[config.mk]
export PLATFORM = sky130hd
export DESIGN_NAME = hiLoRegister
export DESIGN_NICKNAME = d
export VERILOG_FILES = /design/src/execPkg.sv /design/src/hiLoRegister.sv
export SDC_FILE = /design/constraint.sdc
export NUM_CORES = 1
export LEC_CHECK = 0
export ABC_AREA = 1
export BUFFER_PORTS_ARGS = -buffer_cell sky130_fd_sc_hd__buf_2
export CAP_MARGIN = 0
export CORE_UTILIZATION = 40
export CTS_CLUSTER_DIAMETER = 30
export DETAILED_ROUTE_END_ITERATION = 10
export GPL_ROUTABILITY_DRIVEN = 0
export PLACE_DENSITY_LB_ADDON = 0.12
export SLEW_MARGIN = 20
export SYNTH_ARGS = -nofsm -noshare
export SYNTH_HDL_FRONTEND = slang
export SYNTH_SLANG_ARGS = --single-unit
[constraint.sdc]
create_clock -name Clk -period 1.79 [get_ports Clk]
set_clock_uncertainty 0.1 [all_clocks]
set_input_delay 0.0895 -clock Clk [delete_from_list [all_inputs] [get_ports Clk]]
set_output_delay 0.0895 -clock Clk [all_outputs]
set_load 0.005 [all_outputs]
[src/execPkg.sv]
package execPkg;

	////////////////////////////////////////////////////////////////////////////
	// Datapath types
	////////////////////////////////////////////////////////////////////////////

	typedef logic [31:0] word_t;     // Register and result word
	typedef logic [4:0]  aluCtrl_t;  // ALU operation code
	typedef logic [1:0]  resSel_t;   // Result source select
	typedef logic [4:0]  shamt_t;    // Shift or rotate amount

	// ALU operation codes in operation table order
	localparam aluCtrl_t aluAdd   = 5'd0;
	localparam aluCtrl_t aluSub   = 5'd1;
	localparam aluCtrl_t aluMult  = 5'd2;
	localparam aluCtrl_t aluAnd   = 5'd3;
	localparam aluCtrl_t aluOr    = 5'd4;
	localparam aluCtrl_t aluXor   = 5'd5;
	localparam aluCtrl_t aluNor   = 5'd6;
	localparam aluCtrl_t aluSll   = 5'd7;
	localparam aluCtrl_t aluSrl   = 5'd8;
	localparam aluCtrl_t aluRotr  = 5'd9;
	localparam aluCtrl_t aluSra   = 5'd10;
	localparam aluCtrl_t aluSeh   = 5'd11;
	localparam aluCtrl_t aluAddu  = 5'd12;
	localparam aluCtrl_t aluMultu = 5'd13;
	localparam aluCtrl_t aluSlt   = 5'd14;
	localparam aluCtrl_t aluSeb   = 5'd15;
	localparam aluCtrl_t aluSltu  = 5'd16;
	localparam aluCtrl_t aluSllv  = 5'd17;
	localparam aluCtrl_t aluSrlv  = 5'd18;
	localparam aluCtrl_t aluSrav  = 5'd19;
	localparam aluCtrl_t aluRotrv = 5'd20;
	localparam aluCtrl_t aluMove  = 5'd21;

	// Result mux sources
	localparam resSel_t resAlu = 2'd0;
	localparam resSel_t resHi  = 2'd1;
	localparam resSel_t resLo  = 2'd2;

	////////////////////////////////////////////////////////////////////////////
	// MIPS32 opcode and funct fields
	////////////////////////////////////////////////////////////////////////////

	localparam logic [5:0] opSpecial  = 6'h00;
	localparam logic [5:0] opAddi     = 6'h08;
	localparam logic [5:0] opAddiu    = 6'h09;
	localparam logic [5:0] opSlti     = 6'h0A;
	localparam logic [5:0] opSltiu    = 6'h0B;
	localparam logic [5:0] opAndi     = 6'h0C;
	localparam logic [5:0] opOri      = 6'h0D;
	localparam logic [5:0] opXori     = 6'h0E;
	localparam logic [5:0] opLui      = 6'h0F;
	localparam logic [5:0] opSpecial3 = 6'h1F;

	localparam logic [5:0] fnSll  = 6'h00;  // No rotate form
	localparam logic [5:0] fnSrl  = 6'h02;  // rotr when bit 21 set
	localparam logic [5:0] fnSra  = 6'h03;
	localparam logic [5:0] fnSllv = 6'h04;
	localparam logic [5:0] fnSrlv = 6'h06;  // rotrv when bit 6 set
	localparam logic [5:0] fnSrav = 6'h07;
	localparam logic [5:0] fnMfhi = 6'h10;
	localparam logic [5:0] fnMthi = 6'h11;
	localparam logic [5:0] fnMflo = 6'h12;
	localparam logic [5:0] fnMtlo = 6'h13;
	localparam logic [5:0] fnMult = 6'h18;
	localparam logic [5:0] fnMultu = 6'h19;
	localparam logic [5:0] fnAdd  = 6'h20;
	localparam logic [5:0] fnAddu = 6'h21;
	localparam logic [5:0] fnSub  = 6'h22;
	localparam logic [5:0] fnSubu = 6'h23;
	localparam logic [5:0] fnAnd  = 6'h24;
	localparam logic [5:0] fnOr   = 6'h25;
	localparam logic [5:0] fnXor  = 6'h26;
	localparam logic [5:0] fnNor  = 6'h27;
	localparam logic [5:0] fnSlt  = 6'h2A;
	localparam logic [5:0] fnSltu = 6'h2B;

	// SPECIAL3 BSHFL subcodes sit in the sa field
	localparam logic [5:0] fnBshfl = 6'h20;
	localparam shamt_t     saSeb   = 5'h10;
	localparam shamt_t     saSeh   = 5'h18;

endpackage

[src/hiLoRegister.sv]
`timescale 1ns/1ps

module hiLoRegister import execPkg::*; #(
	parameter int dataWidth = 32
) (
	input  logic  Clk,
	input  logic  arstN,
	input  logic  enable,      // Instruction valid this cycle
	input  logic  fromMult,
	input  logic  hiWrite,
	input  logic  loWrite,
	input  word_t aluResult,   // Product low word or moved rs
	input  word_t hiResult,    // Product high word
	output word_t hi,
	output word_t lo
);

	// HI register
	always_ff @(posedge Clk or negedge arstN) begin
		if (!arstN)
			hi <= {dataWidth{1'b0}};
		else if (enable && hiWrite)
			hi <= fromMult ? hiResult : aluResult;  // mult or mthi
	end

	// LO register, same source for mult and mtlo
	always_ff @(posedge Clk or negedge arstN) begin
		if (!arstN)
			lo <= {dataWidth{1'b0}};
		else if (enable && loWrite)
			lo <= aluResult;
	end

endmodule

# After elaboration in Yosys (flattened, before gate mapping)
# Index checks and enable logic that the tools add are counted.
classes:
  addsub: 0
  mul: 0
  div_mod_pow: 0
  n_lt_le_gt_ge: 0
  eq_ne: 0
  n_shift: 0
  mux: 1
  bitwise_logic: 0
  reduce_logical: 2
op_table:
  columns: ["op", "n"]
  rows:
  - ["32-bit two-way mux", 1]
  - ["1-bit logical AND", 2]
totals:
  reg_bits: 64
  latch_bits: 0
  ram_bits: 0
  rom_bits: 0
  in_bits: 70
  output_inout_bits: 64
  memories: 0

# Depth between registers and ports, before layout
# Gate-level depths: netlist (run 1).
logic_depth:
  ltp_word: 1
  ltp_mapped: 7
  mapped_depth_nobuf: 5

# Worst setup path before layout (run 1)
# OpenSTA, ideal clock, no wires.
synth_timing:
  path_kind: "input to register"
  startpoint: "input port enable"
  endpoint: "register hi[10]"
  setup_ps: 116
  arrival_ps: 602
  path_slack_ps: 971
  cell_stages: 6
  cell_sequence: "buf_4 -> nand2_4 -> inv_2 -> buf_4 -> nand2_1 -> nand2_1"
synth_via:
  elab_chain_len: 1
synth_lines:
  columns: ["element", "line", "source"]
  rows:
  - ["from (decl)", "hiLoRegister.sv:8", "input logic enable,"]
  - ["1-bit logical AND", "hiLoRegister.sv:22", "else if (enable && hiWrite)"]
  - ["to (signal assigned)", "hiLoRegister.sv:21", "hi <= {dataWidth{1'b0}};"]
  - ["to (signal assigned)", "hiLoRegister.sv:23", "hi <= fromMult ? hiResult : aluResult;"]
  - ["to (decl)", "hiLoRegister.sv:14", "output word_t hi,"]
# Every way passes these cells.
# A chain may end at the register's enable or synchronous reset.

# Worst setup path after layout (run 1)
layout_timing:
  startpoint: "register lo[10]"
  endpoint: "output port lo[10]"
layout_rtl:
  columns: ["element", "line", "source"]
  rows:
  - ["from (decl)", "hiLoRegister.sv:15", "output word_t lo"]
  - ["from (signal assigned)", "hiLoRegister.sv:29", "lo <= {dataWidth{1'b0}};"]
  - ["from (signal assigned)", "hiLoRegister.sv:31", "lo <= aluResult;"]
# No word-level cell between the ends.

==> results of run 1 <==
final cells by class:
class,instances,area share
Timing Repair Buffer,203,0.307
Inverter,2,0.00168
Sequential cell,64,0.359
Clock buffer,11,0.0317
Multi-Input combinational cell,290,0.256
Clock inverter,5,0.0180
Tap cell,96,0.0270
kinds of logic (layout without fill, tap and decap cells):
kind of cell,after synthesis,after routing,synth area share
and+or+nand+nor,290,290,0.393
buffers and inverters,26,221,0.0540
DFF,64,64,0.553
flip-flops by register name (all words and copies together) (netlist names):
name / flops
hi: 32
lo: 32
stage by stage:
| stage | setup WS, ns | instance area (um2) |
|---|---|---|
| after floorplan | 0.971 | 2900 |
| after global placement | 0.452 | 3580 |
| after detailed placement | 0.471 | 3580 |
| after CTS | 0.720 | 4460 |
| after global routing | 0.697 | 4460 |
| final | 0.737 | 4460 |
what timing repair did:
action	in CTS	in global routing
resized for setup	0	0
hold endpoints to repair	128	0
hold buffers	65	0
buffers inserted	0	0
metal layers:
metal	wire length, um	part of all wire
met4	201	0.022
met2	4510	0.49
met1	3910	0.42
met3	610	0.066
met5	0	0
cells in the mapped netlist (all sizes together):
master and number:
nand3 32, dfrtp 64, nand2 258, inv 2
buf 24
power groups by stage:
stage                     Sequential [uW]  Combinational [uW]  Clock, uW
after floorplan                      1770                 292          0
after global placement               1760                 669          0
after detailed placement             1760                 680          0
after CTS                            1740                 789       1400
after global routing                 1760                 887       1450
final                                1740                 790       1370
path summary, 6_finish.rpt:
path	startpoint	endpoint	slack, ns	cells past startpoint
max in group asynchronous	arstN	hi[7]	1.09	3
hold reg to reg	lo[16]	lo[16]	0.37	2
hold / removal	enable	lo[15]	0.05	3
min in group asynchronous	arstN	hi[19]	0.22	3
setup reg to reg	lo[26]	lo[26]	1.04	2
setup / recovery	lo[10]	lo[10]	0.74	1
==> flow_summary.html, run 1 <==
<table>
<tr><th>Metric</th><th>Value</th></tr>
<tr><th colspan="2">Route</th></tr>
<tr><td>Via Count</td><td>~3200</td></tr>
<tr><td>Post-DRT Antenna Nets</td><td>0</td></tr>
<tr><td>Final routed wire length divided by cell count</td><td>approximately 14 um</td></tr>
<tr><td>Post-route DRC violation count</td><td>0</td></tr>
<tr><td>Number of vias per cell</td><td>4.70</td></tr>
<tr><td>DRT iter0 DRCs</td><td>164</td></tr>
<tr><td>Post-detailed-routing wire length</td><td>about 9000 um</td></tr>
<tr><td>Length of the first detailed-routing pass in iterations</td><td>5</td></tr>
<tr><th colspan="2">Global route</th></tr>
<tr><td>Pin count of the biggest net entering global routing</td><td>between 60 and 70</td></tr>
<tr><td>Met3 Track Usage GR</td><td>0.0436</td></tr>
<tr><td>Global routing's busiest layer</td><td>met2</td></tr>
<tr><td>Met1 track utilization from global routing</td><td>0.320</td></tr>
<tr><td>Via count of the first global-routing pass</td><td>between 3000 and 4000</td></tr>
<tr><td>Number of antenna violations at the first check in global routing</td><td>0</td></tr>
<tr><td>Global-route total usage across every layer</td><td>0.254</td></tr>
<tr><td>Wire length of the first global-routing pass</td><td>roughly 14000 um</td></tr>
<tr><td>Fraction of met2 tracks used by global routing</td><td>0.427</td></tr>
<tr><td>Overflow after GRT</td><td>0</td></tr>
<tr><th colspan="2">Final layout</th></tr>
<tr><td>Storage cell area</td><td>~1600 um2</td></tr>
<tr><td>Layout net count</td><td>640</td></tr>
<tr><td>Commonest non-fill, non-tap cells in the layout</td><td>sky130_fd_sc_hd__nand2_1, sky130_fd_sc_hd__buf_2, sky130_fd_sc_hd__dlygate4sd3_1</td></tr>
<tr><td>Most common library cell in the layout ignoring fill and taps</td><td>sky130_fd_sc_hd__nand2_1</td></tr>
<tr><td>Area occupied by multi-input gates</td><td>about 1100 um2</td></tr>
<tr><td>Layout cell share with drive strength beyond 1</td><td>0.273</td></tr>
<tr><td>Diode insertion count for antenna repair</td><td>0</td></tr>
<tr><td>Final non-filler cell total</td><td>671</td></tr>
<tr><td>Area delta synth-&gt;final</td><td>53.8%</td></tr>
<tr><td>Total of fill cells in the finished design</td><td>about 640</td></tr>
<tr><td>Utilization after layout</td><td>0.645</td></tr>
<tr><th colspan="2">Hold path</th></tr>
<tr><td>Classification of the worst-slack hold path</td><td>in -&gt; reg</td></tr>
<tr><th colspan="2">CTS</th></tr>
<tr><td>CTS root buf</td><td>sky130_fd_sc_hd__clkbuf_8</td></tr>
<tr><td>Num CTS Buffers</td><td>9</td></tr>
<tr><td>Clock latency of the later-clocked register in the worst-skew pair</td><td>~0.33 ns</td></tr>
<tr><td>Total number of H-tree levels</td><td>3</td></tr>
<tr><td>Clock Tree Buf Depth</td><td>2</td></tr>
<tr><td>Sinks on Clock Net</td><td>64</td></tr>
<tr><td>Clock tree from TritonCTS</td><td>done</td></tr>
<tr><td>Reg clk slew, reported paths</td><td>approximately 0.070 ns</td></tr>
<tr><th colspan="2">Timing</th></tr>
<tr><td>Max Fclk</td><td>~0.95 GHz</td></tr>
<tr><td>Clock period minus worst slack</td><td>1.05 ns</td></tr>
<tr><td>Final period utilization</td><td>0.588</td></tr>
<tr><td>Setup total negative slack</td><td>0 ns</td></tr>
<tr><td>Slew at the pin closest to its max-slew limit</td><td>0.673 ns</td></tr>
<tr><td>Minimum hold slack</td><td>approximately 0.047 ns</td></tr>
<tr><td>Slew Limit Fails</td><td>0</td></tr>
<tr><td>Slew HR</td><td>0.549</td></tr>
<tr><td>Final-report hold violation count</td><td>0</td></tr>
<tr><td>Setup repair after global routing missed its margin</td><td>false</td></tr>
<tr><td>Final-report setup violation count</td><td>0</td></tr>
<tr><th colspan="2">Power</th></tr>
<tr><td>Portion of total power attributed to the clock network</td><td>0.352</td></tr>
<tr><td>Maximum VDD drop</td><td>around 0.00046 V</td></tr>
<tr><td>Power per Cell Area</td><td>about 870 nW/um2</td></tr>
<tr><td>Leakage component of the power</td><td>0.00260 uW</td></tr>
<tr><td>Fraction of power consumed by sequential logic</td><td>0.446</td></tr>
<tr><td>Power spent charging and discharging nets</td><td>about 1100 uW</td></tr>
<tr><td>Proportion of total power due to net switching</td><td>0.270</td></tr>
<tr><td>Final Power</td><td>between 3000 and 4000 uW</td></tr>
<tr><td>P_int</td><td>about 2800 uW</td></tr>
<tr><td>Comb pwr share</td><td>0.203</td></tr>
<tr><th colspan="2">Synth</th></tr>
<tr><td>Cells taking the most area after synthesis</td><td>sky130_fd_sc_hd__dfrtp_1, sky130_fd_sc_hd__nand2_1, sky130_fd_sc_hd__nand3_1, sky130_fd_sc_hd__buf_2, sky130_fd_sc_hd__buf_6</td></tr>
<tr><td>Distinct cell type count of the synthesized netlist</td><td>9</td></tr>
<tr><td>Number of warnings reported in the yosys synthesis log</td><td>0</td></tr>
<tr><td>Cell count after synthesis</td><td>380</td></tr>
<tr><td>Post-synth top area share</td><td>0.553</td></tr>
<tr><td>Post-synthesis net count</td><td>450</td></tr>
<tr><td>Synthesized area divided by synthesized cell count</td><td>7.62 um2</td></tr>
<tr><td>Leading area contributor after synthesis</td><td>sky130_fd_sc_hd__dfrtp_1</td></tr>
<tr><td>Count of state elements after synthesis</td><td>between 60 and 70</td></tr>
<tr><td>Cell area after synthesis</td><td>2900 um2</td></tr>
<tr><td>Sequential-to-total area share from yosys stat</td><td>0.553</td></tr>
<tr><th colspan="2">Setup path</th></tr>
<tr><td>CP Capture Type</td><td>output port</td></tr>
<tr><td>Arrival time at the worst endpoint</td><td>0.86 ns</td></tr>
<tr><td>Element type at the critical path start</td><td>flip-flop</td></tr>
<tr><td>Worst-path fanout max</td><td>2</td></tr>
<tr><td>Worst path top cell family by delay</td><td>flip-flops</td></tr>
<tr><td>Sequence of cells on the critical path</td><td>buf_2</td></tr>
<tr><td>Required time at the worst-slack endpoint</td><td>roughly 1.6 ns</td></tr>
<tr><td>Critical path class</td><td>reg -&gt; out</td></tr>
<tr><td>Worst path slowest cell</td><td>sky130_fd_sc_hd__dfrtp_1</td></tr>
<tr><td>Peak per-stage delay on the critical path</td><td>around 0.40 ns</td></tr>
<tr><td>Buffers and inverters on the worst path</td><td>1</td></tr>
<tr><th colspan="2">Die</th></tr>
<tr><td>Boundary pin count</td><td>about 130</td></tr>
<tr><td>Horiz. Die Dim</td><td>just under 90 um</td></tr>
<tr><td>Standard-cell rows</td><td>30</td></tr>
<tr><td>Die Y-Extent</td><td>about 87 um</td></tr>
<tr><td>Area of the core region</td><td>~6900 um2</td></tr>
<tr><td>Floorplan die area</td><td>around 7600 um2</td></tr>
<tr><td>Initial cell density of the core</td><td>0.419</td></tr>
<tr><th colspan="2">Placement</th></tr>
<tr><td>Final HPWL from detailed placement</td><td>5270 um</td></tr>
<tr><td>Cell Count Post-Placement</td><td>a little under 600</td></tr>
<tr><td>Number of port buffers</td><td>between 100 and 150</td></tr>
<tr><th colspan="2">Job</th></tr>
<tr><td>Maximum Capacitance Violations</td><td>0</td></tr>
<tr><th colspan="2">Status</th></tr>
<tr><td>Run status</td><td>finished clean</td></tr>
</table>
Power figures use the tool's default switching activity.
==> run 2, diff against run 1 <==
clock period = 1.08 ns   (was 1.79 ns; I/O delays follow)
==> flow_summary.html, run 2 (synthesis results as in run 1) <==
<table>
<tr><th>Metric</th><th>Value</th></tr>
<tr><th colspan="2">Route</th></tr>
<tr><td>DRT iter0 DRCs</td><td>135 (-18%)</td></tr>
<tr><td>Post-detailed-routing wire length</td><td>9300 um (+0.67%)</td></tr>
<tr><td>Length of the first detailed-routing pass in iterations</td><td>4 (-1)</td></tr>
<tr><td>Final routed wire length divided by cell count</td><td>13.7 um (-0.37%)</td></tr>
<tr><td>Highest metal layer with signal wires</td><td>met4</td></tr>
<tr><td>Post-route DRC violation count</td><td>0 (unchanged)</td></tr>
<tr><td>Via Count</td><td>3172 (+0.48%)</td></tr>
<tr><td>Wire length on met3</td><td>535 um (-12%)</td></tr>
<tr><td>Met1 routed wirelength after detailed routing</td><td>4070 um (+4.1%)</td></tr>
<tr><td>Number of vias per cell</td><td>4.68 (-0.56%)</td></tr>
<tr><td>Detail Route met2 WL</td><td>4400 um (-2.6%)</td></tr>
<tr><td>Post-DRT Antenna Nets</td><td>0 (unchanged)</td></tr>
<tr><th colspan="2">Timing</th></tr>
<tr><td>Final-report setup violation count</td><td>0 (unchanged)</td></tr>
<tr><td>Slew HR</td><td>0.624 (+0.0749)</td></tr>
<tr><td>Slew Limit Fails</td><td>0 (unchanged)</td></tr>
<tr><td>Minimum hold slack</td><td>0.103 ns (+0.0563 ns)</td></tr>
<tr><td>Final period utilization</td><td>0.958</td></tr>
<tr><td>Setup repair after global routing missed its margin</td><td>false</td></tr>
<tr><td>Final-report hold violation count</td><td>0 (unchanged)</td></tr>
<tr><td>Setup total negative slack</td><td>0 ns (unchanged)</td></tr>
<tr><td>Setup WS post-layout</td><td>0.0459 ns (-0.691 ns)</td></tr>
<tr><td>Max Fclk</td><td>around 0.97 GHz</td></tr>
<tr><td>Clock period minus worst slack</td><td>just over 1 ns</td></tr>
<tr><td>Slew at the pin closest to its max-slew limit</td><td>0.563 ns (-0.111 ns)</td></tr>
<tr><th colspan="2">Setup path</th></tr>
<tr><td>CP Capture Type</td><td>output port</td></tr>
<tr><td>Sequence of cells on the critical path</td><td>buf_2</td></tr>
<tr><td>Worst path slowest cell</td><td>sky130_fd_sc_hd__dfrtp_1</td></tr>
<tr><td>Worst path top cell family by delay</td><td>flip-flops</td></tr>
<tr><td>Peak per-stage delay on the critical path</td><td>0.41 ns (about the same)</td></tr>
<tr><td>Arrival time at the worst endpoint</td><td>0.88 ns (+0.02 ns)</td></tr>
<tr><td>Critical path class</td><td>reg -&gt; out</td></tr>
<tr><td>Buffers and inverters on the worst path</td><td>1 (unchanged)</td></tr>
<tr><td>Worst-path fanout max</td><td>2 (unchanged)</td></tr>
<tr><td>Element type at the critical path start</td><td>flip-flop</td></tr>
<tr><td>Required time at the worst-slack endpoint</td><td>0.93 ns (-0.67 ns)</td></tr>
<tr><th colspan="2">Die</th></tr>
<tr><td>Floorplan die area</td><td>7590 um2 (unchanged)</td></tr>
<tr><td>Standard-cell rows</td><td>30 (unchanged)</td></tr>
<tr><td>Die Y-Extent</td><td>87.1 um (unchanged)</td></tr>
<tr><td>Area of the core region</td><td>6910 um2 (unchanged)</td></tr>
<tr><td>Horiz. Die Dim</td><td>87.1 um (unchanged)</td></tr>
<tr><td>Boundary pin count</td><td>134 (unchanged)</td></tr>
<tr><td>Initial cell density of the core</td><td>0.419 (unchanged)</td></tr>
<tr><th colspan="2">CTS</th></tr>
<tr><td>Clock tree from TritonCTS</td><td>done</td></tr>
<tr><td>Resize count post-CTS</td><td>0 (unchanged)</td></tr>
<tr><td>Clock latency of the later-clocked register in the worst-skew pair</td><td>0.33 ns (about the same)</td></tr>
<tr><td>Reg clk slew, reported paths</td><td>0.07 ns (about the same)</td></tr>
<tr><td>Sinks on Clock Net</td><td>64 (unchanged)</td></tr>
<tr><td>CTS root buf</td><td>sky130_fd_sc_hd__clkbuf_8</td></tr>
<tr><td>Num CTS Buffers</td><td>9 (unchanged)</td></tr>
<tr><td>Total number of H-tree levels</td><td>3 (unchanged)</td></tr>
<tr><td>Post-CTS repair timing setup buffer count</td><td>0 (unchanged)</td></tr>
<tr><td>Clock Tree Buf Depth</td><td>2 (unchanged)</td></tr>
<tr><th colspan="2">Final layout</th></tr>
<tr><td>Layout cell share with drive strength beyond 1</td><td>0.284 (+0.0105)</td></tr>
<tr><td>Registers with the most flip-flops</td><td>hi: 32 flops, lo: 32 flops</td></tr>
<tr><td>Area delta synth-&gt;final</td><td>57.2%</td></tr>
<tr><td>Diode insertion count for antenna repair</td><td>0 (unchanged)</td></tr>
<tr><td>Layout net count</td><td>647 (+1.1%)</td></tr>
<tr><td>Commonest non-fill, non-tap cells in the layout</td><td>sky130_fd_sc_hd__nand2_1, sky130_fd_sc_hd__buf_2, sky130_fd_sc_hd__dlygate4sd3_1</td></tr>
<tr><td>Most common library cell in the layout ignoring fill and taps</td><td>sky130_fd_sc_hd__nand2_1</td></tr>
<tr><td>Utilization after layout</td><td>0.659 (+0.0141)</td></tr>
<tr><th colspan="2">Power</th></tr>
<tr><td>Leakage component of the power</td><td>0.00266 uW (+2.2%)</td></tr>
<tr><td>Maximum VDD drop</td><td>0.000894 V (+94%)</td></tr>
<tr><td>Power per Cell Area</td><td>1490 nW/um2 (+71%)</td></tr>
<tr><td>Final Power</td><td>6800 uW (+75%)</td></tr>
<tr><th colspan="2">Placement</th></tr>
<tr><td>Minimum setup slack after placement</td><td>0.0270 ns (-0.444 ns)</td></tr>
<tr><td>Number of port buffers</td><td>133 (unchanged)</td></tr>
<tr><td>Final HPWL from detailed placement</td><td>5550 um (+5.4%)</td></tr>
<tr><th colspan="2">Status</th></tr>
<tr><td>Run status</td><td>finished clean</td></tr>
<tr><th colspan="2">Global route</th></tr>
<tr><td>Overflow after GRT</td><td>0 (unchanged)</td></tr>
<tr><td>Wire length of the first global-routing pass</td><td>15100 um (+4.1%)</td></tr>
<tr><td>Via count of the first global-routing pass</td><td>3109 (+2.8%)</td></tr>
<tr><td>Number of antenna violations at the first check in global routing</td><td>0 (unchanged)</td></tr>
<tr><td>Pin count of the biggest net entering global routing</td><td>65 (unchanged)</td></tr>
<tr><td>Global-route total usage across every layer</td><td>0.264 (+0.0107)</td></tr>
<tr><th colspan="2">Hold path</th></tr>
<tr><td>Classification of the worst-slack hold path</td><td>in -&gt; reg</td></tr>
<tr><th colspan="2">Job</th></tr>
<tr><td>Maximum Capacitance Violations</td><td>0 (unchanged)</td></tr>
</table>
-- run 2: cell count changes in the layout (fill, tap and decap cells not counted) --
| cell | previous run | this run |
|---|---|---|
| sky130_fd_sc_hd__buf_4 | 4 | 10 |
| sky130_fd_sc_hd__buf_12 | 1 | 2 |
| sky130_fd_sc_hd__bufinv_16 | 2 | 3 |
| sky130_fd_sc_hd__clkbuf_1 | 1 | 0 |
| sky130_fd_sc_hd__clkbuf_8 | 10 | 11 |
| sky130_fd_sc_hd__clkinvlp_4 | 2 | 1 |
-- run 2: cell type report --
type	count	area (um2)
clock inverters	5	103
repair buffers	210	1430
flip-flops and latches	64	1600
clock buffers	11	151
well taps	96	120
inverters	2	7.51
fillers	632	2350
multi-input cells	290	1140
-- run 2: final timing paths --
path / startpoint / to / slack [ns] / cells after the start
min: loWrite / lo[2] / 0.10 / 4
min in group asynchronous: arstN / lo[23] / 0.15 / 3
max in group asynchronous: arstN / hi[30] / 0.43 / 3
max: hi[27] / hi[27] / 0.05 / 1
min reg2reg: lo[11] / lo[11] / 0.37 / 2
max reg2reg: hi[16] / hi[16] / 0.34 / 2
-- run 2: layer usage --
| layer | global-route usage | up-vias |
|---|---|---|
| met2 | 0.417 | 130 |
| met1 | 0.345 | 1464 |
| met3 | 0.0559 | 26 |
| met4 | 0.136 | 0 |
| met5 | 0 | - |
| li1 | - | 1552 |
-- run 2: through the flow --
| stage | instances | area, um2 |
|---|---|---|
| after floorplan | 380 | 2900 |
| after global placement | 597 | 3650 |
| after detailed placement | 597 | 3650 |
| after global routing | 678 | 4550 |
| final | 678 | 4550 |
| after CTS | 678 | 4550 |
-- run 2: tightest hold or removal path: stages --
cell,delay (ns)
sky130_fd_sc_hd__buf_2,0.12
sky130_fd_sc_hd__buf_4,0.19
sky130_fd_sc_hd__nand3_1,0.09
sky130_fd_sc_hd__nand2_1,0.05
-- run 2: repair_timing --
item / CTS / global route
setup endpoints to repair: 0 / 0
hold endpoints to repair: 128 / 0
hold buffers: 65 / 0
-- run 2: power by group --
group / switching, uW / leakage (uW) / internal (uW)
Clock: 926 / 0.000126 / 1660
Sequential: 172 / 0.000797 / 2710
Combinational: 670 / 0.00174 / 668
