### src/execPkg.sv
package execPkg;

	////////////////////////////////////////////////////////////////////////////
	// Datapath types
	////////////////////////////////////////////////////////////////////////////

	typedef logic [31:0] word_t;     // Register and result word
	typedef logic [4:0]  aluCtrl_t;  // ALU operation code
	typedef logic [1:0]  resSel_t;   // Result source select
	typedef logic [4:0]  shamt_t;    // Shift or rotate amount

	// ALU operation codes in operation table order
	localparam aluCtrl_t aluAdd   = 5'd0;
	localparam aluCtrl_t aluSub   = 5'd1;
	localparam aluCtrl_t aluMult  = 5'd2;
	localparam aluCtrl_t aluAnd   = 5'd3;
	localparam aluCtrl_t aluOr    = 5'd4;
	localparam aluCtrl_t aluXor   = 5'd5;
	localparam aluCtrl_t aluNor   = 5'd6;
	localparam aluCtrl_t aluSll   = 5'd7;
	localparam aluCtrl_t aluSrl   = 5'd8;
	localparam aluCtrl_t aluRotr  = 5'd9;
	localparam aluCtrl_t aluSra   = 5'd10;
	localparam aluCtrl_t aluSeh   = 5'd11;
	localparam aluCtrl_t aluAddu  = 5'd12;
	localparam aluCtrl_t aluMultu = 5'd13;
	localparam aluCtrl_t aluSlt   = 5'd14;
	localparam aluCtrl_t aluSeb   = 5'd15;
	localparam aluCtrl_t aluSltu  = 5'd16;
	localparam aluCtrl_t aluSllv  = 5'd17;
	localparam aluCtrl_t aluSrlv  = 5'd18;
	localparam aluCtrl_t aluSrav  = 5'd19;
	localparam aluCtrl_t aluRotrv = 5'd20;
	localparam aluCtrl_t aluMove  = 5'd21;

	// Result mux sources
	localparam resSel_t resAlu = 2'd0;
	localparam resSel_t resHi  = 2'd1;
	localparam resSel_t resLo  = 2'd2;

	////////////////////////////////////////////////////////////////////////////
	// MIPS32 opcode and funct fields
	////////////////////////////////////////////////////////////////////////////

	localparam logic [5:0] opSpecial  = 6'h00;
	localparam logic [5:0] opAddi     = 6'h08;
	localparam logic [5:0] opAddiu    = 6'h09;
	localparam logic [5:0] opSlti     = 6'h0A;
	localparam logic [5:0] opSltiu    = 6'h0B;
	localparam logic [5:0] opAndi     = 6'h0C;
	localparam logic [5:0] opOri      = 6'h0D;
	localparam logic [5:0] opXori     = 6'h0E;
	localparam logic [5:0] opLui      = 6'h0F;
	localparam logic [5:0] opSpecial3 = 6'h1F;

	localparam logic [5:0] fnSll  = 6'h00;  // No rotate form
	localparam logic [5:0] fnSrl  = 6'h02;  // rotr when bit 21 set
	localparam logic [5:0] fnSra  = 6'h03;
	localparam logic [5:0] fnSllv = 6'h04;
	localparam logic [5:0] fnSrlv = 6'h06;  // rotrv when bit 6 set
	localparam logic [5:0] fnSrav = 6'h07;
	localparam logic [5:0] fnMfhi = 6'h10;
	localparam logic [5:0] fnMthi = 6'h11;
	localparam logic [5:0] fnMflo = 6'h12;
	localparam logic [5:0] fnMtlo = 6'h13;
	localparam logic [5:0] fnMult = 6'h18;
	localparam logic [5:0] fnMultu = 6'h19;
	localparam logic [5:0] fnAdd  = 6'h20;
	localparam logic [5:0] fnAddu = 6'h21;
	localparam logic [5:0] fnSub  = 6'h22;
	localparam logic [5:0] fnSubu = 6'h23;
	localparam logic [5:0] fnAnd  = 6'h24;
	localparam logic [5:0] fnOr   = 6'h25;
	localparam logic [5:0] fnXor  = 6'h26;
	localparam logic [5:0] fnNor  = 6'h27;
	localparam logic [5:0] fnSlt  = 6'h2A;
	localparam logic [5:0] fnSltu = 6'h2B;

	// SPECIAL3 BSHFL subcodes sit in the sa field
	localparam logic [5:0] fnBshfl = 6'h20;
	localparam shamt_t     saSeb   = 5'h10;
	localparam shamt_t     saSeh   = 5'h18;

endpackage

### src/aluControl.sv
`timescale 1ns/1ps

module aluControl import execPkg::*; (
	input  word_t    instr,
	output aluCtrl_t aluCtrl,
	output logic     useImm,     // B from immediate field
	output logic     immSigned,  // Sign extend the immediate
	output logic     isLui,      // Force shift by 16
	output resSel_t  resSel,
	output logic     hiWrite,
	output logic     loWrite,
	output logic     fromMult,   // HI takes the product high word
	output logic     illegal
);

	logic [5:0] opcode;
	logic [5:0] funct;
	shamt_t     saField;

	assign opcode  = instr[31:26];
	assign funct   = instr[5:0];
	assign saField = instr[10:6];

	always_comb begin
		// Safe defaults, an R-type add with nothing written
		aluCtrl   = aluAdd;
		useImm    = 1'b0;
		immSigned = 1'b0;
		isLui     = 1'b0;
		resSel    = resAlu;
		hiWrite   = 1'b0;
		loWrite   = 1'b0;
		fromMult  = 1'b0;
		illegal   = 1'b0;

		case (opcode)
			opSpecial: begin
				case (funct)
					fnAdd:  aluCtrl = aluAdd;
					fnAddu: aluCtrl = aluAddu;
					fnSub:  aluCtrl = aluSub;
					fnSubu: aluCtrl = aluSub;   // No overflow trap, same result
					fnAnd:  aluCtrl = aluAnd;
					fnOr:   aluCtrl = aluOr;
					fnXor:  aluCtrl = aluXor;
					fnNor:  aluCtrl = aluNor;
					fnSlt:  aluCtrl = aluSlt;
					fnSltu: aluCtrl = aluSltu;
					fnSll:  aluCtrl = aluSll;
					fnSrl:  aluCtrl = instr[21] ? aluRotr : aluSrl;
					fnSra:  aluCtrl = aluSra;
					fnSllv: aluCtrl = aluSllv;
					fnSrlv: aluCtrl = instr[6] ? aluRotrv : aluSrlv;
					fnSrav: aluCtrl = aluSrav;
					fnMult, fnMultu: begin
						aluCtrl  = (funct == fnMult) ? aluMult : aluMultu;
						hiWrite  = 1'b1;
						loWrite  = 1'b1;
						fromMult = 1'b1;
					end
					fnMfhi: resSel = resHi;
					fnMflo: resSel = resLo;
					fnMthi: begin
						aluCtrl = aluMove;  // rs passes straight through
						hiWrite = 1'b1;
					end
					fnMtlo: begin
						aluCtrl = aluMove;
						loWrite = 1'b1;
					end
					default: illegal = 1'b1;
				endcase
			end
			opAddi:  {aluCtrl, useImm, immSigned} = {aluAdd, 1'b1, 1'b1};
			opAddiu: {aluCtrl, useImm, immSigned} = {aluAddu, 1'b1, 1'b1};
			opSlti:  {aluCtrl, useImm, immSigned} = {aluSlt, 1'b1, 1'b1};
			opSltiu: {aluCtrl, useImm, immSigned} = {aluSltu, 1'b1, 1'b1}; // MIPS sign extends
			opAndi:  {aluCtrl, useImm} = {aluAnd, 1'b1};
			opOri:   {aluCtrl, useImm} = {aluOr, 1'b1};
			opXori:  {aluCtrl, useImm} = {aluXor, 1'b1};
			opLui: begin
				// imm << 16 through the shifter
				aluCtrl = aluSll;
				useImm  = 1'b1;
				isLui   = 1'b1;
			end
			opSpecial3: begin
				if (funct == fnBshfl && saField == saSeb)
					aluCtrl = aluSeb;
				else if (funct == fnBshfl && saField == saSeh)
					aluCtrl = aluSeh;
				else
					illegal = 1'b1;
			end
			default: illegal = 1'b1;
		endcase
	end

endmodule

### config.mk
export PLATFORM = sky130hd
export DESIGN_NAME = aluControl
export DESIGN_NICKNAME = d
export VERILOG_FILES = /design/src/execPkg.sv /design/src/aluControl.sv
export SDC_FILE = /design/constraint.sdc
export NUM_CORES = 1
export LEC_CHECK = 0
export BUFFER_PORTS_ARGS = -buffer_cell sky130_fd_sc_hd__buf_2
export CAP_MARGIN = 20
export CORE_MARGIN = 5
export CORE_UTILIZATION = 47
export DETAILED_ROUTE_END_ITERATION = 8
export PLACE_DENSITY = 0.9
export SLEW_MARGIN = 20
export SYNTH_ARGS = -nofsm -noshare
export SYNTH_HDL_FRONTEND = slang
export SYNTH_SLANG_ARGS = --single-unit
### constraint.sdc
create_clock -name vclk -period 2
set_input_delay 0.3 -clock vclk [all_inputs]
set_output_delay 0.3 -clock vclk [all_outputs]
set_load 0.005 [all_outputs]
After elaboration in Yosys (flattened, before gate mapping)
Cells that the tools add are included.

word-level totals
  register bits after elaboration = 0
  input bits = 32
  output and inout port bits = 14
  word-level logic and storage cells = 66

operators by class
  reduce and logical (&&, ||, !) cells = 12
  equality and inequality tests = 32
  mux-type cells = 22

operators by type and width
  kind                number
  $pmux 5 s16         1
  $eq 6x6->1 const B  10
  $eq 6x4->1 const B  8
  $pmux 5 s9          1
  $eq 6x5->1 const B  7
  $reduce_or 22->1    1
  $eq 6x3->1 const B  3
  $mux 1              13
  $eq 6x2->1 const B  2
  $logic_not 6->1     2
  $mux 4              3
  $eq 5x5->1 const B  2
  $reduce_or 8->1     1
  $reduce_or 2->1     3
  $reduce_or 3->1     2
  $pmux 2 s2          1
  $reduce_or 4->1     1
  $mux 3              1
  $pmux 1 s3          1
  $logic_and 1x1->1   2
  $mux 2              1

Longest topological paths before layout
Gate-level depths: netlist of run 1.

  depth in word-level cells = 5
  depth in mapped cells = 7
  gate-level depth less buffers = 5

Worst setup path after synthesis of run 1
OpenSTA, ideal clock, no wires.

  path type = input port to output port
  start = input instr[1]
  end = output aluCtrl[2]
  path buffers = 1
  stages = 6
  slack = 0.403 ns
  arrival time = 1.297 ns
  cells stage by stage = buf_2 > and2b_1 > o21ai_0 > a211oi_1 > a311oi_1 > o21ai_0

between the ends
  longest elaborated chain between the ends = 4
  elaborated cells on any way between the ends = 28
  classes of those cells = eq/ne: 19; mux: 4; reduce/logical: 5

RTL lines
  what                                          line                                source
  start, declared                               aluControl.sv:4                     input word_t instr,
  $eq 6x5->1 (tied with other cells)            aluControl.sv:38, aluControl.sv:56
  $mux 4 (tied with other cells)                aluControl.sv:56                    aluCtrl = (funct == fnMult) ? aluMult : aluMultu;
  $pmux 5 s16 / $mux 4 (equally long branches)  aluControl.sv:38, aluControl.sv:88
  $pmux 5 s9 *                                  aluControl.sv:36                    case (opcode)
  end, declared                                 aluControl.sv:5                     output aluCtrl_t aluCtrl,

Every way passes the cells marked *; elsewhere a longest branch is shown, timed or not.

Worst setup path after layout of run 1
  start = input instr[1]
  end = output aluCtrl[1]

between the ends
  longest elaborated chain between the ends = 5
  elaborated cells on any way between the ends = 30
  classes of those cells = eq/ne: 19; mux: 5; reduce/logical: 6

RTL lines
  what                                                                 line
  parallel branches: the longest is 4 deep, another holds $pmux 5 s16  -
  $pmux 5 s9 *                                                         aluControl.sv:36

Every way passes the cells marked *.

==> results of run 1 <==
-- where the power goes --
part           leakage, nW  total, mW  switching, mW  internal, mW
combinational        0.367      0.140         0.0815        0.0582
sequential               0          0              0             0
clock                    0          0              0             0
-- logic make-up (layout without fill, tap and decap cells) --
logic type	count (synthesis)	in the layout	synth area share
xor+xnor	1	1	0.0132
compound gates	36	36	0.366
simple gates	58	58	0.489
mux	1	1	0.0151
buf+inv	14	41	0.117
-- through the flow --
step	setup slack (ns)	power [mW]	instances
final	0.0807	0.140	152
after global routing	0.00550	0.154	152
after CTS	0.0376	0.130	152
after detailed placement	0.0373	0.130	152
after global placement	0.0857	0.125	152
after floorplan	0.403	0.0877	110
-- synthesized netlist by cell type, types with 2 or more instances --
| library cell | instances | area (um^2) |
|---|---|---|
| nor2b_1 | 5 | 31.3 |
| nor2_1 | 15 | 56.3 |
| nor4_1 | 3 | 18.8 |
| nand4_1 | 2 | 12.5 |
| o21ai_0 | 11 | 55.1 |
| a21oi_1 | 7 | 35.0 |
| inv_1 | 3 | 11.3 |
| nor3_1 | 6 | 30.0 |
| buf_6 | 2 | 22.5 |
| nor3b_1 | 2 | 15.0 |
| nand3b_1 | 2 | 15.0 |
| nand2b_1 | 4 | 25.0 |
| and3_1 | 2 | 12.5 |
| and2b_1 | 3 | 22.5 |
| nand2_1 | 6 | 22.5 |
| nand3_1 | 3 | 15.0 |
| buf_2 | 7 | 35.0 |
-- layer usage --
| metal | GRT usage | routed length (um) | part of all wire | vias to the layer above |
|---|---|---|---|---|
| li1 | - | - | - | 468 |
| met1 | 0.244 | 883 | 0.40 | 447 |
| met2 | 0.369 | 1070 | 0.48 | 54 |
| met3 | 0.0113 | 239 | 0.11 | 6 |
| met4 | 0.0376 | 34 | 0.015 | 0 |
| met5 | 0 | 0 | 0 | - |
-- how the worst max path moves through the flow --
stage,slack [ns],cells after the start,startpoint,end
after floorplan,0.40,6,instr[1],aluCtrl[2]
after global placement,0.09,7,instr[3],aluCtrl[0]
after detailed placement,0.04,7,instr[3],aluCtrl[2]
after CTS,0.04,7,instr[3],aluCtrl[2]
after global routing,0.006,6,instr[4],resSel[0]
final,0.08,7,instr[1],aluCtrl[1]
-- final cells by class --
cell class         instances  area (um^2)
fillers                  123          463
inverters                  4         15.0
multi-input cells         96          618
well taps                 15         18.8
repair buffers            37          203
==> out/metrics.yaml, run 1 <==
cells_and_area:
  final_area_um2: 855
  areaGrowthSynthToFinish_pct: 28.9
  regArea_um2: 0
  seq_cell_count: 0
  nClkBuffers: 0
  layout_commonest_cell: "buf_2"
  final_nets: 171
  utilization: 0.649
  drive_gt1_frac: 0.343
  most-common-layout-cells: "buf_2, nor2_1, o21ai_0"
  antenna_cells: 0
floorplanning:
  dieArea_um2: 2260
  start_util: 0.503
  core_um2: 1320
  pin_count: 46
  rows: 13
  die_h_um: 47.6
  dieWidth_um: 47.6
logic_synthesis:
  synth_area_um2: 663
  ys_warn_count: 0
  synth_area_per_cell_um2: 6.03
  ys_types: 44
  syn_inst: 110
  synth_seq_area_share: 0
  synth_fp_nets: 142
detailed_routing:
  routedWlPerCell_um: 14.7
  drt-total-wl_mm: 2.23
  dr.pass1.iters: 4
  vias: 975
  drc: 0
  drt_iter0_drc: 42
  viasPerCell: 6.41
  ant_nets: 0
setup_path:
  crit_fanout: 14
  cp.required_ns: 1.70
  crit_family: "compound AO/OA/AOI/OAI gates"
  slowest_delay_ns: 0.35
  crit_type: "primary input to output pin"
  cpMostUsedCell: "buf_2"
  crit_path_top_delay_cell: "a221oi_1"
  path_buf_inv: 2
  crit_path_end_kind: "output pin"
  crit_path_start_kind: "primary input"
  crit_chain: "buf_2 > nor2b_1 > a21oi_1 > nor3b_1 > a221oi_1 > o211ai_1 > buf_2"
  critPathArrivalTime_ns: 1.62
place:
  hpwlAfterDp_mm: 1.74
  placed_cell_area_um2: 817
  port_buffers: 32
  gp_congestion: 0.854
hold_path:
  hold_path_class: "primary input to output pin"
  hold_start: "instr[28]"
  hold-path-cell-count: 3
  worstHoldEndpoint: "immSigned"
timing:
  setup-violations-final: 0
  relSlewSlack: 0.705
  rsz0062_at_grt: "false"
  fmax_mhz: 521
  worstMarginPinSlew_ns: 0.432
  period_share: 0.960
  fin_setup_tns_ns: 0
  slew_violations: 0
  layout_min_cycle_time_ns: 1.92
  timing.final.hold_violations: 0
  whs_ns: 0.949
global_route:
  grt_usage: 0.196
  grt_max_degree: 18
  grt_pass1_vias: 840
  grt_pass1_wl_mm: 3.41
  antenna_found_initial: 0
  overflow: 0
power_and_ir_drop:
  p_leak_nw: 0.367
  p_per_area_nw_per_um2: 163
  peakVddDrop_uv: 113
cts:
  ctsHoldBuffers: 0
  post_cts_resized: 0
  cts_setup_buffers: 0
outcome:
  run_status: "finished, final reports clean"
job:
  cap_viol_max_count: 0
Note: power is estimated with default switching activity, not from simulation.
==> run 2: changes to the inputs <==
--- a/config.mk
+++ b/config.mk
@@ -5,6 +5,7 @@
 export SDC_FILE = /design/constraint.sdc
 export NUM_CORES = 1
 export LEC_CHECK = 0
+export ABC_AREA = 1
 export BUFFER_PORTS_ARGS = -buffer_cell sky130_fd_sc_hd__buf_2
 export CAP_MARGIN = 20
 export CORE_MARGIN = 5
==> out/metrics.yaml, run 2 <==
global_route:
  grt_pass1_wl_mm: 3.24  # -5.0%
  overflow: 0  # unchanged
  antenna_found_initial: 0  # unchanged
  grt_max_degree: 11  # -7
  grt_pass1_vias: 809  # -3.7%
  grt_usage: 0.185  # -0.0106
cells_and_area:
  seq_cell_count: 0  # unchanged
  antenna_cells: 0  # unchanged
  stdcell_count: 186  # +22%
  final_nets: 205  # +20%
  most-common-layout-cells: "nand2_1, buf_2, nor2_1"
  nClkBuffers: 0  # unchanged
  layout_commonest_cell: "nand2_1"
  areaGrowthSynthToFinish_pct: 27.2
  regArea_um2: 0  # unchanged
  drive_gt1_frac: 0.304  # -0.0390
  fillers: 141  # +15%
setup_path:
  critPathArrivalTime_ns: 1.41  # -0.21 ns
  crit_path_start_kind: "primary input"
  crit_chain: "buf_2 > nor2_4 > nand2_4 > nor3_4 > nand2_2 > nor2_4 > inv_2 > nand2_1 > nand2_1 > buf_2"
  crit_path_end_kind: "output pin"
  slowest_delay_ns: 0.25  # -0.10 ns
  crit_fanout: 10  # -4
  cp.required_ns: 1.70  # about the same
  crit_type: "primary input to output pin"
  crit_path_top_delay_cell: "nor2_4"
floorplanning:
  die_h_um: 47.4  # -0.29%
  start_util: 0.500  # -0.00380
  dieArea_um2: 2250  # -0.59%
  rows: 13  # unchanged
  pin_count: 46  # unchanged
  core_um2: 1320  # unchanged
  dieWidth_um: 47.4  # -0.29%
power_and_ir_drop:
  p_leak_nw: 0.523  # +43%
  p_per_area_nw_per_um2: 134  # -18%
  p_total_mw: 0.112  # -20%
  peakVddDrop_uv: 86.1  # -24%
timing:
  setup-violations-final: 0  # unchanged
  fin_setup_tns_ns: 0  # unchanged
  fmax_mhz: 585  # +12%
  slew_violations: 0  # unchanged
  worstMarginPinSlew_ns: 0.338  # -0.0936 ns
  timing.final.hold_violations: 0  # unchanged
  rsz0062_at_grt: "false"
  relSlewSlack: 0.774  # +0.0696
  period_share: 0.855  # -0.105
  whs_ns: 0.967  # +0.0181 ns
  layout_min_cycle_time_ns: 1.71  # -0.209 ns
detailed_routing:
  vias: 1002  # +2.8%
  routedWlPerCell_um: 10.5  # -28%
  drt_iter0_drc: 40  # -4.8%
  ant_nets: 0  # unchanged
  drc: 0  # unchanged
  dr.pass1.iters: 4  # unchanged
  drt-total-wl_mm: 1.95  # -12%
  viasPerCell: 5.39  # -16%
logic_synthesis:
  synth_area_per_cell_um2: 4.73  # -21%
  synth.top_cell.area_share: 0.234  # +0.149
  synth_common_cells: "nand2_1, nor2_1, nand3_1"
  synth_seq_area_share: 0  # unchanged
  ys_types: 18  # -59%
  syn_inst: 139  # +26%
  yosys.area.top_type: "nand2_1"
  yosys.cell_count.top_type: "nand2_1"
  synth_area_um2: 658  # -0.75%
  synth_fp_nets: 171  # +20%
  ys_warn_count: 0  # unchanged
  synthTopCellsByArea: "nand2_1, nand3_1, nor2_1, nor2_4, inv_1"
hold_path:
  hold-path-cell-count: 5  # +2
  hold_path_class: "primary input to output pin"
  hold_start: "instr[30]"
  worstHoldEndpoint: "useImm"
place:
  hpwlAfterDp_mm: 1.68  # -3.1%
  port_buffers: 32  # unchanged
  gp_congestion: 0.865  # +1.4%
  dpl.cell_count: 186  # +22%
cts:
  post_cts_resized: 0  # unchanged
  ctsHoldBuffers: 0  # unchanged
  cts_setup_buffers: 0  # unchanged
job:
  cap_viol_max_count: 0  # unchanged
outcome:
  run_status: "finished, final reports clean"
## run 2: cell types whose count changed after synthesis, moves of 7 or more
| cell | delta |
|---|---|
| nor2_1 | +11 |
| o21ai_0 | -10 |
| inv_1 | +10 |
| buf_2 | -7 |
| nand2_1 | +35 |
| nand3_1 | +21 |
## run 2: how the worst max path moves through the flow
stage | startpoint | endpoint | slack, ns | cells after the start
2_1_floorplan | instr[2] | illegal | 0.68 | 8
3_3_place_gp | instr[2] | illegal | 0.33 | 10
3_5_place_dp | instr[3] | illegal | 0.30 | 10
4_1_cts | instr[3] | illegal | 0.30 | 10
5_1_grt | instr[3] | illegal | 0.19 | 10
6_report | instr[3] | illegal | 0.29 | 10
## run 2: report_power, final
| group | total, mW | switching, mW | internal, mW |
|---|---|---|---|
| clock | 0 | 0 | 0 |
| combinational | 0.112 | 0.0730 | 0.0388 |
| sequential | 0 | 0 | 0 |
## run 2: critical path: cells and delay by family
family	cells	cell delay, ns
buf+inv	3	0.31
simple gates	7	0.81
## run 2: kinds of logic after synthesis
family / after synthesis / share of synthesized area
compound gates: 8 / 0.0646
simple gates: 111 / 0.821
buf+inv: 20 / 0.114
## run 2: metal layers
metal  track usage  wire [um]
met4       0.00552          8
met3             0        161
met5             0          0
met1         0.265        794
met2         0.329        991
## run 2: layout make-up
type	instances	area [um^2]	share of cell area
repair buffers	32	160	0.191
multi-input cells	119	583	0.697
inverters	20	75.1	0.0897
well taps	15	18.8	0.0224
## run 2: per-stage QoR
| step | worst slack [ns] | utilization | area, um^2 |
|---|---|---|---|
| floorplan | 0.681 | - | 658 |
| global placement | 0.333 | 0.635 | 837 |
| detailed placement | 0.297 | 0.635 | 837 |
| CTS | 0.299 | 0.635 | 837 |
| global route | 0.193 | 0.635 | 837 |
| finish | 0.290 | 0.635 | 837 |
==> run 3: changes to the inputs <==
--- a/config.mk
+++ b/config.mk
@@ -12,6 +12,7 @@
 export CORE_UTILIZATION = 47
 export DETAILED_ROUTE_END_ITERATION = 8
 export PLACE_DENSITY = 0.9
+export RECOVER_POWER = 25
 export SLEW_MARGIN = 20
 export SYNTH_ARGS = -nofsm -noshare
 export SYNTH_HDL_FRONTEND = slang
==> out/metrics.yaml, run 3 (same netlist as run 2, synthesis figures left out) <==
outcome:
  run_status: "finished, final reports clean"
detailed_routing:
  viasPerCell: 5.33  # -1.0%
  ant_nets: 0  # unchanged
  vias: 992  # -1.0%
  drc: 0  # unchanged
  drt-total-wl_mm: 1.95  # about the same
  dr.pass1.iters: 4  # unchanged
  routedWlPerCell_um: 10.5  # about the same
  drt_iter0_drc: 38  # -5.0%
place:
  dp_slack_ns: 0.297  # unchanged
  placed_cell_area_um2: 837  # unchanged
  port_buffers: 32  # unchanged
  gp_congestion: 0.865  # unchanged
  hpwlAfterDp_mm: 1.68  # unchanged
  dpl.cell_count: 186  # unchanged
cts:
  cts_setup_buffers: 0  # unchanged
  post_cts_resized: 0  # unchanged
  ctsHoldBuffers: 0  # unchanged
setup_path:
  path_buf_inv: 4  # +1
  crit_type: "primary input to output pin"
  critPathArrivalTime_ns: 1.44  # +0.03 ns
  crit_path_start_kind: "primary input"
  cpMostUsedCell: "nand2_1"
  crit_path_top_delay_cell: "nor2_2"
  worstSetupEndpoint: "illegal"
  cp.required_ns: 1.70  # about the same
  crit_path_end_kind: "output pin"
  critPathLaunch: "instr[31]"
  crit_chain: "buf_2 > nor2_1 > nand2_1 > nor2_2 > inv_2 > o21ai_0 > inv_2 > nand2_1 > nand2_1 > buf_2"
  crit_fanout: 7  # -3
  crit_family: "simple AND/OR/NAND/NOR gates"
  slowest_delay_ns: 0.23  # -0.02 ns
  path_depth: 10  # unchanged
cells_and_area:
  antenna_cells: 0  # unchanged
  nClkBuffers: 0  # unchanged
  final_area_um2: 832  # -0.60%
  most-common-layout-cells: "nand2_1, buf_2, nor2_1"
  final_nets: 205  # unchanged
  layout_commonest_cell: "nand2_1"
  areaGrowthSynthToFinish_pct: 26.4
  seq_cell_count: 0  # unchanged
  drive_gt1_frac: 0.287  # -0.0175
  utilization: 0.632  # -0.00380
  stdcell_count: 186  # unchanged
  regArea_um2: 0  # unchanged
job:
  cap_viol_max_count: 0  # unchanged
floorplanning:
  core_um2: 1320  # unchanged
  rows: 13  # unchanged
  dieArea_um2: 2250  # unchanged
  pin_count: 46  # unchanged
  dieWidth_um: 47.4  # unchanged
  die_h_um: 47.4  # unchanged
  start_util: 0.500  # unchanged
power_and_ir_drop:
  peakVddDrop_uv: 85.9  # -0.28%
  p_per_area_nw_per_um2: 133  # -0.31%
  p_total_mw: 0.111  # -0.91%
  p_leak_nw: 0.515  # -1.6%
global_route:
  antenna_found_initial: 0  # unchanged
  overflow: 0  # unchanged
  grt_pass1_wl_mm: 3.24  # unchanged
  grt_usage: 0.185  # unchanged
  grt_pass1_vias: 809  # unchanged
  grt_max_degree: 11  # unchanged
timing:
  whs_ns: 0.956  # -0.0116 ns
  rsz0062_at_grt: "false"
  fmax_mhz: 575  # -1.7%
  worstMarginPinSlew_ns: 0.323  # -0.0148 ns
  slew_violations: 0  # unchanged
  fin_setup_tns_ns: 0  # unchanged
  relSlewSlack: 0.784  # +0.00990
  setup-violations-final: 0  # unchanged
  period_share: 0.870  # +0.0149
  timing.final.hold_violations: 0  # unchanged
  worst_slack_ns: 0.260  # -0.0299 ns
  layout_min_cycle_time_ns: 1.74  # +0.0299 ns
hold_path:
  hold_path_class: "primary input to output pin"
-- run 3: how the worst min path moves through the flow --
| stage | start | depth (start not counted) | slack [ns] | end |
|---|---|---|---|---|
| 2_1_floorplan | instr[4] | 2 | 0.71 | resSel[0] |
| 6_report | instr[29] | 4 | 0.96 | useImm |
| 5_1_grt | instr[29] | 4 | 1.0 | useImm |
| 4_1_cts | instr[30] | 5 | 0.97 | useImm |
| 3_3_place_gp | instr[30] | 5 | 0.96 | useImm |
| 3_5_place_dp | instr[30] | 5 | 0.97 | useImm |
-- run 3: tightest hold or removal path, stage by stage --
cell and delay (ns):
buf_2 0.12, inv_1 0.08, nor2_1 0.06, clkbuf_1 0.10
-- run 3: layout make-up --
cell class	instances	area, um^2
timing repair buffer	32	158
fill	142	485
multi-input combinational	119	581
tap	15	18.8
inverter	20	75.1
-- run 3: power by group --
part           switching, mW  internal (mW)  total [mW]  leakage [nW]
sequential                 0              0           0             0
combinational         0.0724         0.0384       0.111         0.515
clock                      0              0           0             0
-- run 3: layer usage --
| layer | track usage | vias up | share of wire |
|---|---|---|---|
| li1 | - | 511 | - |
| met1 | 0.265 | 431 | 0.41 |
| met2 | 0.329 | 48 | 0.50 |
| met3 | 0 | 2 | 0.085 |
| met4 | 0.00552 | 0 | 0.0041 |
| met5 | 0 | - | 0 |
